`src/verilog/ex_macros.svh`:
```
// Execute stage constants
`ifndef EX_MACROS_SVH
`define EX_MACROS_SVH

//////////////////////////////////////////////////////////////////////
// Datapath widths
//////////////////////////////////////////////////////////////////////

// Data word width
`define XLEN 32

// Register file address width
`define REG_ADDR_W 5

//////////////////////////////////////////////////////////////////////
// Multiplier
//////////////////////////////////////////////////////////////////////

// Partial product cycles spent in CALC
`define MUL_STEPS 4

`endif

```
`src/verilog/ex_pkg.sv`:
```
// Execute stage types
package ex_pkg;

`include "ex_macros.svh"

  // Operand, result and branch target word
  typedef logic [`XLEN-1:0] word_t;

  // Destination register index
  typedef logic [`REG_ADDR_W-1:0] reg_addr_t;

  // ALU operations
  // The last six are branch compares
  typedef enum logic [3:0] {
    ADD,
    SUB,
    SLL,
    SRL,
    SRA,
    AND,
    OR,
    XOR,
    SLT,
    SLTU,
    EQ,
    NE,
    LT,
    GE,
    LTU,
    GEU
  } alu_op_e;

  // Multiplier operations, low product and the three high variants
  typedef enum logic [1:0] {MUL, MULH, MULHSU, MULHU} mul_op_e;

  // Multiplier sequencing
  typedef enum logic [1:0] {IDLE, CALC, DONE} mul_state_e;

endpackage

```
`src/verilog/ex_alu.sv`:
```
// Single-cycle ALU
`timescale 1ns/10ps
`include "ex_macros.svh"

module ex_alu import ex_pkg::*; (
  input  alu_op_e operator_i,
  input  word_t   operand_a_i,
  input  word_t   operand_b_i,
  output word_t   result_o,
  output logic    cmp_o
);

  // Shared adder
  logic             adder_sub;
  word_t            adder_b;
  logic [`XLEN:0]   adder_sum;

  // Compare flags
  logic             is_equal;
  logic             is_lt;
  logic             is_ltu;
  logic             cmp_result;

  // Shifter
  logic             shift_left;
  word_t            shift_in;
  logic [`XLEN:0]   shift_ext;
  logic [`XLEN:0]   shift_out;
  word_t            shift_result;

  //////////////////////////////////////////////////////////////////////
  // Adder and compare
  //////////////////////////////////////////////////////////////////////

  // Everything except ADD subtracts, compares reuse the difference
  assign adder_sub = (operator_i != ADD);
  assign adder_b   = adder_sub ? ~operand_b_i : operand_b_i;
  assign adder_sum = {1'b0, operand_a_i} + {1'b0, adder_b} + {{`XLEN{1'b0}}, adder_sub};

  assign is_equal = (adder_sum[`XLEN-1:0] == '0);
  // No carry out of a - b means a borrow
  assign is_ltu   = !adder_sum[`XLEN];
  // Signs differ: a is smaller exactly when it is negative
  assign is_lt    = (operand_a_i[`XLEN-1] != operand_b_i[`XLEN-1]) ?
                    operand_a_i[`XLEN-1] : adder_sum[`XLEN-1];

  always_comb begin
    case (operator_i)
      EQ:          cmp_result = is_equal;
      NE:          cmp_result = !is_equal;
      LT, SLT:     cmp_result = is_lt;
      GE:          cmp_result = !is_lt;
      LTU, SLTU:   cmp_result = is_ltu;
      GEU:         cmp_result = !is_ltu;
      default:     cmp_result = 1'b0;
    endcase
  end

  assign cmp_o = cmp_result;

  //////////////////////////////////////////////////////////////////////
  // Shifter
  //////////////////////////////////////////////////////////////////////

  // Left shifts run through the right shifter on the bit-reversed operand
  assign shift_left   = (operator_i == SLL);
  assign shift_in     = shift_left ? {<<{operand_a_i}} : operand_a_i;
  // Extra top bit carries the sign for SRA only
  assign shift_ext    = {(operator_i == SRA) & operand_a_i[`XLEN-1], shift_in};
  assign shift_out    = $signed(shift_ext) >>> operand_b_i[$clog2(`XLEN)-1:0];
  assign shift_result = shift_left ? {<<{shift_out[`XLEN-1:0]}} : shift_out[`XLEN-1:0];

  //////////////////////////////////////////////////////////////////////
  // Result select
  //////////////////////////////////////////////////////////////////////

  always_comb begin
    case (operator_i)
      ADD, SUB:       result_o = adder_sum[`XLEN-1:0];
      SLL, SRL, SRA:  result_o = shift_result;
      AND:            result_o = operand_a_i & operand_b_i;
      OR:             result_o = operand_a_i | operand_b_i;
      XOR:            result_o = operand_a_i ^ operand_b_i;
      // Set-less-than writes the compare bit
      SLT, SLTU:      result_o = {{(`XLEN-1){1'b0}}, cmp_result};
      default:        result_o = '0;
    endcase
  end

endmodule

```
`src/verilog/ex_mult.sv`:
```
// Iterative multiplier
`timescale 1ns/10ps
`include "ex_macros.svh"

module ex_mult import ex_pkg::*; (
  input  logic    clk,
  input  logic    rst_n,
  input  mul_op_e operator_i,
  input  word_t   op_a_i,
  input  word_t   op_b_i,
  input  logic    valid_i,
  input  logic    ready_i,
  output logic    ready_o,
  output logic    valid_o,
  output word_t   result_o
);

  mul_state_e                     state_q;
  mul_state_e                     state_d;
  logic [$clog2(`MUL_STEPS)-1:0]  step_q;
  logic                           last_step;

  // Operands extended to 34 bits, split into two 17-bit halves
  logic                           a_signed;
  logic                           b_signed;
  logic [33:0]                    a_ext;
  logic [33:0]                    b_ext;
  logic [17:0]                    a_part;
  logic [17:0]                    b_part;
  logic signed [35:0]             pp;
  logic [5:0]                     pp_shift;
  logic [65:0]                    pp_ext;
  logic [65:0]                    acc_q;

  assign a_signed = (operator_i == MULH) || (operator_i == MULHSU);
  assign b_signed = (operator_i == MULH);
  assign a_ext    = {{2{a_signed & op_a_i[`XLEN-1]}}, op_a_i};
  assign b_ext    = {{2{b_signed & op_b_i[`XLEN-1]}}, op_b_i};

  // Step bit 1 picks the A half, bit 0 the B half
  // Upper halves are signed, lower halves unsigned
  assign a_part   = step_q[1] ? {a_ext[33], a_ext[33:17]} : {1'b0, a_ext[16:0]};
  assign b_part   = step_q[0] ? {b_ext[33], b_ext[33:17]} : {1'b0, b_ext[16:0]};
  assign pp       = $signed(a_part) * $signed(b_part);
  assign pp_shift = (step_q[1] && step_q[0]) ? 6'd34 :
                    (step_q[1] || step_q[0]) ? 6'd17 : 6'd0;
  assign pp_ext   = {{30{pp[35]}}, pp} << pp_shift;

  assign last_step = (int'(step_q) == `MUL_STEPS - 1);

  //////////////////////////////////////////////////////////////////////
  // Handshake FSM
  //////////////////////////////////////////////////////////////////////

  always_comb begin
    state_d = state_q;
    ready_o = 1'b0;
    valid_o = 1'b0;
    case (state_q)
      IDLE: begin
        ready_o = !valid_i;
        if (valid_i) begin
          state_d = CALC;
        end
      end
      CALC: begin
        // Dropped enable means kill or halt
        if (!valid_i) begin
          state_d = IDLE;
        end else if (last_step) begin
          state_d = DONE;
        end
      end
      DONE: begin
        valid_o = 1'b1;
        ready_o = ready_i;
        // Result held until write-back takes it
        if (!valid_i || ready_i) begin
          state_d = IDLE;
        end
      end
      default: state_d = IDLE;
    endcase
  end

  always_ff @(posedge clk, negedge rst_n) begin
    if (!rst_n) begin
      state_q <= IDLE;
      step_q  <= '0;
    end else begin
      state_q <= state_d;
      step_q  <= (state_q == CALC) ? step_q + 1'b1 : '0;
    end
  end

  // Accumulator, cleared while idle
  always_ff @(posedge clk) begin
    if (state_q == IDLE) begin
      acc_q <= '0;
    end else if (state_q == CALC) begin
      acc_q <= acc_q + pp_ext;
    end
  end

  assign result_o = (operator_i == MUL) ? acc_q[31:0] : acc_q[63:32];

endmodule

```
`src/verilog/ex_stage.sv`:
```
// Execute stage top
`timescale 1ns/10ps

module ex_stage import ex_pkg::*; (
  input  logic      clk,
  input  logic      rst_n,

  // From decode
  input  logic      id_valid_i,
  input  logic      alu_en_i,
  input  logic      mul_en_i,
  input  logic      alu_bch_i,
  input  logic      rf_we_i,
  input  reg_addr_t rf_waddr_i,
  input  alu_op_e   alu_operator_i,
  input  mul_op_e   mul_operator_i,
  input  word_t     operand_a_i,
  input  word_t     operand_b_i,
  input  word_t     operand_c_i,

  // From controller
  input  logic      kill_i,
  input  logic      halt_i,

  // Handshake with decode and write-back
  input  logic      wb_ready_i,
  output logic      ex_ready_o,
  output logic      ex_valid_o,

  // Forwarding to decode
  output word_t     rf_wdata_o,

  // To fetch
  output logic      branch_decision_o,
  output word_t     branch_target_o,

  // EX/WB register outputs
  output logic      wb_valid_o,
  output logic      wb_rf_we_o,
  output reg_addr_t wb_rf_waddr_o,
  output word_t     wb_rf_wdata_o,
  output logic      wb_bch_taken_o
);

  word_t alu_result;
  logic  alu_cmp;
  word_t mul_result;
  logic  mul_valid;
  logic  mul_ready;
  logic  mul_en_gated;

  // Branch outcome straight from the ALU compare
  assign branch_decision_o = alu_cmp;
  assign branch_target_o   = operand_c_i;

  ex_alu u_alu (
    .operator_i  (alu_operator_i),
    .operand_a_i (operand_a_i),
    .operand_b_i (operand_b_i),
    .result_o    (alu_result),
    .cmp_o       (alu_cmp)
  );

  ex_mult u_mult (
    .clk        (clk),
    .rst_n      (rst_n),
    .operator_i (mul_operator_i),
    .op_a_i     (operand_a_i),
    .op_b_i     (operand_b_i),
    .valid_i    (mul_en_gated),
    .ready_i    (wb_ready_i),
    .ready_o    (mul_ready),
    .valid_o    (mul_valid),
    .result_o   (mul_result)
  );

  ex_wb_pipe u_wb_pipe (
    .clk            (clk),
    .rst_n          (rst_n),
    .id_valid_i     (id_valid_i),
    .alu_en_i       (alu_en_i),
    .mul_en_i       (mul_en_i),
    .alu_bch_i      (alu_bch_i),
    .rf_we_i        (rf_we_i),
    .rf_waddr_i     (rf_waddr_i),
    .kill_i         (kill_i),
    .halt_i         (halt_i),
    .wb_ready_i     (wb_ready_i),
    .alu_result_i   (alu_result),
    .alu_cmp_i      (alu_cmp),
    .mul_result_i   (mul_result),
    .mul_valid_i    (mul_valid),
    .mul_ready_i    (mul_ready),
    .mul_en_gated_o (mul_en_gated),
    .ex_ready_o     (ex_ready_o),
    .ex_valid_o     (ex_valid_o),
    .rf_wdata_o     (rf_wdata_o),
    .wb_valid_o     (wb_valid_o),
    .wb_rf_we_o     (wb_rf_we_o),
    .wb_rf_waddr_o  (wb_rf_waddr_o),
    .wb_rf_wdata_o  (wb_rf_wdata_o),
    .wb_bch_taken_o (wb_bch_taken_o)
  );

endmodule

```
`src/verilog/ex_wb_pipe.sv`:
```
// EX stage handshake and EX/WB register
`timescale 1ns/10ps

module ex_wb_pipe import ex_pkg::*; (
  input  logic      clk,
  input  logic      rst_n,
  input  logic      id_valid_i,
  input  logic      alu_en_i,
  input  logic      mul_en_i,
  input  logic      alu_bch_i,
  input  logic      rf_we_i,
  input  reg_addr_t rf_waddr_i,
  input  logic      kill_i,
  input  logic      halt_i,
  input  logic      wb_ready_i,
  input  word_t     alu_result_i,
  input  logic      alu_cmp_i,
  input  word_t     mul_result_i,
  input  logic      mul_valid_i,
  input  logic      mul_ready_i,
  output logic      mul_en_gated_o,
  output logic      ex_ready_o,
  output logic      ex_valid_o,
  output word_t     rf_wdata_o,
  output logic      wb_valid_o,
  output logic      wb_rf_we_o,
  output reg_addr_t wb_rf_waddr_o,
  output word_t     wb_rf_wdata_o,
  output logic      wb_bch_taken_o
);

  logic instr_valid;
  logic alu_ready;

  // Live instruction, suppressed by kill and halt
  assign instr_valid    = id_valid_i && !kill_i && !halt_i;
  assign mul_en_gated_o = mul_en_i && instr_valid;

  // ALU ready follows write-back
  assign alu_ready = wb_ready_i;

  // Kill frees the stage right away
  assign ex_ready_o = kill_i || (alu_ready && mul_ready_i && !halt_i);
  // ALU result is valid in the same cycle
  assign ex_valid_o = (alu_en_i || (mul_en_i && mul_valid_i)) && instr_valid;

  // Forwarded to decode
  assign rf_wdata_o = mul_en_i ? mul_result_i : alu_result_i;

  //////////////////////////////////////////////////////////////////////
  // EX/WB pipeline register
  //////////////////////////////////////////////////////////////////////

  always_ff @(posedge clk, negedge rst_n) begin
    if (!rst_n) begin
      wb_valid_o     <= 1'b0;
      wb_rf_we_o     <= 1'b0;
      wb_rf_waddr_o  <= '0;
      wb_rf_wdata_o  <= '0;
      wb_bch_taken_o <= 1'b0;
    end else begin
      if (ex_valid_o && wb_ready_i) begin
        wb_valid_o     <= 1'b1;
        wb_rf_we_o     <= rf_we_i;
        // Address and data only move for a register write
        if (rf_we_i) begin
          wb_rf_waddr_o <= rf_waddr_i;
          wb_rf_wdata_o <= rf_wdata_o;
        end
        wb_bch_taken_o <= alu_bch_i && alu_en_i && alu_cmp_i;
      end else if (wb_ready_i) begin
        // Bubble when there is nothing to hand over
        wb_valid_o <= 1'b0;
      end
    end
  end

endmodule
```
`config.mk`:
```
export PLATFORM = sky130hd
export DESIGN_NAME = ex_stage
export DESIGN_NICKNAME = d
export VERILOG_FILES = /design/src/verilog/ex_pkg.sv /design/src/verilog/ex_alu.sv /design/src/verilog/ex_mult.sv /design/src/verilog/ex_stage.sv /design/src/verilog/ex_wb_pipe.sv
export VERILOG_INCLUDE_DIRS = /design/src /design/src/verilog
export SDC_FILE = /design/constraint.sdc
export NUM_CORES = 2
export LEC_CHECK = 0
export BUFFER_PORTS_ARGS = -buffer_cell sky130_fd_sc_hd__buf_2
export CAP_MARGIN = 25
export CORE_ASPECT_RATIO = 0.9
export CORE_UTILIZATION = 45
export DETAILED_ROUTE_END_ITERATION = 8
export PLACE_DENSITY = 0.69
export SYNTH_ARGS = -nofsm -noshare
export SYNTH_HDL_FRONTEND = slang
export SYNTH_SLANG_ARGS = --single-unit
```
`constraint.sdc`:
```
create_clock -name clk -period 25.5 [get_ports clk]
set_input_delay 5.1 -clock clk [delete_from_list [all_inputs] [get_ports clk]]
set_output_delay 5.1 -clock clk [all_outputs]
set_load 0.03 [all_outputs]
```
* After elaboration in Yosys (flattened, before gate mapping) *
Index checks and enable logic that the tools add are counted.

word-level totals
  output and inout port bits = 107
  register bits = 110
  logic and storage cells = 103
  bits of input ports = 117

operators by class
  shift operators = 2
  multiply operators = 1
  reductions and logical operators = 35
  add/subtract/negate cells = 4
  equality and inequality tests = 24
  mux-type cells = 22
  bitwise operators = 7

operators by type and width
  kind                  count
  $pmux W32 S6          1
  $mux W32              5
  $add A66 B66 Y66      1
  $shl A66 B6 Y66       1
  $mul A18 B18 Y36      1
  $mux W18              2
  $add A32 B32 Y33      1
  $add A33 B1 Y33       1
  $sshr A33 B5 Y32      1
  $and A32 B32 Y32      1
  $eq A4 B4 Y1 const B  8
  $logic_not A32 Y1     1
  $not A32 Y32          1
  $or A32 B32 Y32       1
  $xor A32 B32 Y32      1
  $eq A4 B3 Y1 const B  4
  $logic_and A1 B1 Y1   11
  $mux W2               5
  $eq A4 B2 Y1 const B  2
  $reduce_or A2 Y1      4
  $eq A2 B1 Y1 const B  3
  $logic_not A1 Y1      6
  $mux W6               1
  $pmux W1 S6           1
  19 further kinds      31

* Longest topological paths before layout *
  depth in word-level cells = 9
  depth in mapped cells = 42
  depth with buffers taken out = 41

* Hierarchy *
Synthesis repeated with hierarchy kept, for this count alone.

unflattened totals
  cells, all modules = 3,474
  area, all modules = 28,337.2 µm²

modules (own cells, without submodules)
  module      instances  cells each  area an instance (µm²)  sequential area each (µm²)
  ex_mult     1          2,340       19,308.5                1,381.3
  ex_alu      1          972         6,772.7                 0.0
  ex_wb_pipe  1          130         2,015.7                 1,001.0
  ex_stage    1          32          240.2                   0.0

* Worst setup path before layout *
OpenSTA, ideal clock, no wires.

  path kind = input-to-reg
  from = in operand_b_i[0]
  to = reg u_mult.acc_q[63]
  data required time = 25.421 ns
  path buffers = 5
  stages = 38
  path slack = 10.830 ns
  setup time = 0.079 ns
  data arrival time = 14.591 ns
  cell sequence = buf_1 > clkbuf_1 > a21boi_1 > nor2_1 > fa_1 > fa_1 > ha_1 > inv_1 > fa_1 > inv_1 > fa_1 > inv_1 > fa_1 > inv_1 > ha_1 > a21o_1 > a21o_1 > a31o_2 > [... 2 more ...] > mux2i_1 > or2_2 > clkbuf_1 > clkbuf_1 > o32ai_1 > ha_1 > clkbuf_1 > a21oi_1 > o21ai_0 > nand2b_1 > a21boi_0 > a311o_1 > nor2_1 > o311a_1 > o31ai_1 > a221oi_1 > or4b_2 > o211ai_1

on the way
  word-level cells in the longest chain between the ends = 4

ends and longest elaborated chain
  what                  line            RTL
  start, declared       ex_stage.sv:18  input word_t operand_b_i,
  $mux W18              ex_mult.sv:43   assign b_part = step_q[0] ? {b_ext[33], b_ext[33:17]} : {1'b0, b_ext[16:0]};
  $mul A18 B18 Y36      ex_mult.sv:44   assign pp = $signed(a_part) * $signed(b_part);
  $shl A66 B6 Y66       ex_mult.sv:47   assign pp_ext = {{30{pp[35]}}, pp} << pp_shift;
  $add A66 B66 Y66      ex_mult.sv:101  acc_q <= acc_q + pp_ext;
  end signal, assigned  ex_mult.sv:101
  end, declared         ex_mult.sv:33   logic [65:0] acc_q;

No other way between the ends.
A chain may end at the register's enable or synchronous reset.

* Worst setup path in the final report *
  from = in operand_b_i[3]
  to = reg u_mult.acc_q[38]

The elaborated chain is that of the path after synthesis.

==> flow_summary.yaml <==
status:
  outcome: "complete, no violations"
hold_path:
  worstHoldPathType: "register to register"
  min_path_cells: 2
  min_from: "u_mult.acc_q[8]$_SDFFE_PP0P_"
  hold_path_end: "u_mult.acc_q[8]$_SDFFE_PP0P_"
synth:
  seq_area_frac_synth_pct: 8.60
  synth_area_per_cell_um2: 8.05
  synth_area_um2: 27700
  ys.flop_type: "dfxtp_1"
  ys_ff_latch: 108
  syn_nets: 4143
  ys_warn_count: 0
  synth_top_family_by_area: "adder cells"
  synth_compound_area_share_pct: 18.5
  synthArstFlopShare_pct: 40.7
  synthMuxAreaShare_pct: 7.87
  synth_edf_count: 0
  yosys.area_share.simple_pct: 15.5
  synthXorXnorAreaFrac_pct: 4.59
  syn_inst: 3441
  netlist-cell-type-count: 75
  synth_fa_ha_area_share_pct: 35.4
timing:
  tns_ps: 0
  period_needed_ps: 16000
  setup_viol: 0
  clock_skew_ps: 6.33
  slew_headroom_pct: 28.3
  drv_slew: 0
  worstMarginPinSlew_ps: 1070
  timing.final.crit_share_pct: 62.7
  finalHoldViolations: 0
  fmax_mhz: 62.5
  setup_slack_ps: 9500
  rsz0062_at_grt: "false"
floorplan:
  num_rows: 85
  die_w_um: 263
  start_util_pct: 45.9
  chipHeight_um: 237
  core-area_um2: 60300
  die_area_um2: 62500
  ioPinCount: 224
clock_network:
  postCtsHoldBufs: 0
  cts_root_buf: "clkbuf_16"
  clk_path_buf_depth: 2
  cts_resized: 0
  cts_tree: "yes"
  cts-htree-levels: 3
  cts.sinks: 108
  post_cts_buffers: 0
  cts_buffers: 9
  path_clk_slew_ps: 80
  clock_latency_ps: 380
routing:
  routed_wl_um: 101000
  vias_per_cell: 6.09
  drt_iter0_drc: 2832
  wl_per_cell_um: 23.8
  drtAntennaViolNets: 0
  drc: 0
  dr.pass1.iters: 6
  route.vias.total: 25974
placement:
  placed_cells: 4246
  dp_hpwl_um: 81700
  pre_cts_slack_ps: 9360
  globalplace.congestion: 1.03
  portBuffers: 159
critical_path:
  worst_r2r_endpoint: "u_mult.acc_q[63]$_SDFFE_PP0P_"
  crit_path_frequent_cell: "fa_1"
  path_max_fanout: 24
  critPathRequiredTime_ps: 25770
  reg2regPathDepth: 32
  regToRegSetupSlack_ps: 14100
  arrival_ps: 16270
  crit_type: "primary input to register"
  cpPeakStageDelay_ps: 930
  startpoint_type: "primary input"
  cp-end-kind: "register"
  slowest_stage: "o21ai_1"
  reg2reg_from: "u_mult.step_q[0]$_DFF_PN0_"
layout:
  drive_above_1_share_pct: 10.3
  mostFrequentLayoutCell: "inv_1"
  syn_to_final_growth_pct: 6.18
  final_cell_count_no_fill: 4263
  postLayoutCoreUtil_pct: 48.7
  antenna_cells: 0
  final_cell_mix: "inv_1, nand2_1, fa_1"
  nNetsFinal: 4177
global_routing:
  grt_util_all_layers_pct: 32.3
  gr-total-overflow: 0
  grt_max_degree: 72
  antenna_found_initial: 2
  grt_pass1_vias: 24886
  grt_pass1_wl_um: 153000
job:
  maxCapViolations: 0
how the worst max path moves through the flow:
| stage | from | endpoint | slack, ps | cells after the start |
|---|---|---|---|---|
| 2_1_floorplan | operand_b_i[0] | u_mult.acc_q[63]$_SDFFE_PP0P_ | 10830 | 38 |
| 3_3_place_gp | operand_b_i[3] | u_mult.acc_q[63]$_SDFFE_PP0P_ | 9580 | 31 |
| 3_5_place_dp | operand_b_i[3] | u_mult.acc_q[62]$_SDFFE_PP0P_ | 9360 | 36 |
| 4_1_cts | operand_b_i[3] | u_mult.acc_q[62]$_SDFFE_PP0P_ | 9720 | 36 |
| 5_1_grt | operand_b_i[3] | u_mult.acc_q[63]$_SDFFE_PP0P_ | 8940 | 33 |
| 6_report | operand_b_i[3] | u_mult.acc_q[38]$_SDFFE_PP0P_ | 9500 | 36 |
stage by stage:
stage | hold slack [ps] | area [µm²]
after floorplan | 445 | 27700
after global placement | 464 | 29100
after detailed placement | 470 | 29100
after CTS | 482 | 29400
after global routing | 508 | 29400
final | 479 | 29400
kinds of logic after synthesis:
kind of cell / Yosys count
DFF: 108
xor gates and xnor gates: 145
muxes: 179
AOI/OAI and AO/OA: 792
and+or+nand+nor: 962
adders and majority gates: 585
buffers and inverters: 670
critical path: cells and delay by family:
kind                     cells  cell delay [ps]
AO/OA/AOI/OAI               13             4270
multiplexers                 1              390
XOR/XNOR                     2              300
adder cells (fa/ha/maj)      8             3800
buffers and inverters        5             1120
AND/OR/NAND/NOR              7             1230
registers in the layout (all words and copies together) (netlist names):
name,flops
u_mult.step_q,2
u_wb_pipe.wb_rf_waddr_o,5
u_wb_pipe.wb_rf_we_o,1
u_wb_pipe.wb_rf_wdata_o,32
u_mult.acc_q,64
u_wb_pipe.wb_valid_o,1
u_wb_pipe.wb_bch_taken_o,1
u_mult.state_q,2
synthesized netlist by cell type (21+ instances only):
cell	count	area share, %
dfxtp_1	64	4.6
and2_1	37	0.84
a22oi_1	26	0.71
dfrtp_1	44	4.0
nand4_1	23	0.52
nor2b_1	31	0.70
nor2_1	256	3.5
nand2b_1	22	0.50
a31oi_1	23	0.52
xnor2_1	97	3.1
a21o_1	90	2.4
ha_1	254	11
mux2i_1	86	3.1
fa_1	331	24
xor2_1	48	1.5
nand2_1	433	5.9
mux4_2	24	2.0
buf_4	32	0.87
a22o_1	21	0.66
a21boi_0	26	0.71
a21oi_1	195	3.5
inv_1	471	6.4
nand3_1	44	0.80
nor3_1	22	0.40
clkbuf_1	147	2.0
o21ai_0	183	3.3
mux2_2	69	2.8
and3_1	28	0.63
layout make-up:
class,count,area [µm²]
Clock inverter,7,81.3
Clock buffer,9,225
Timing Repair Buffer,219,1250
Tap cell,783,980
Fill cell,5872,30900
Inverter,474,1780
Sequential cell,108,2380
Multi-Input combinational cell,2663,22700
metal layers:
metal	global-route usage, %	up-vias	part of all wire, %
li1	-	11601	-
met4	15.4	4	5.6
met3	7.41	275	11
met1	44.0	12616	41
met2	48.3	1478	42
met5	0	-	0.023
Power is not shown: default switching activity piles up to over one toggle a cycle in this logic, so the estimate is an artifact.
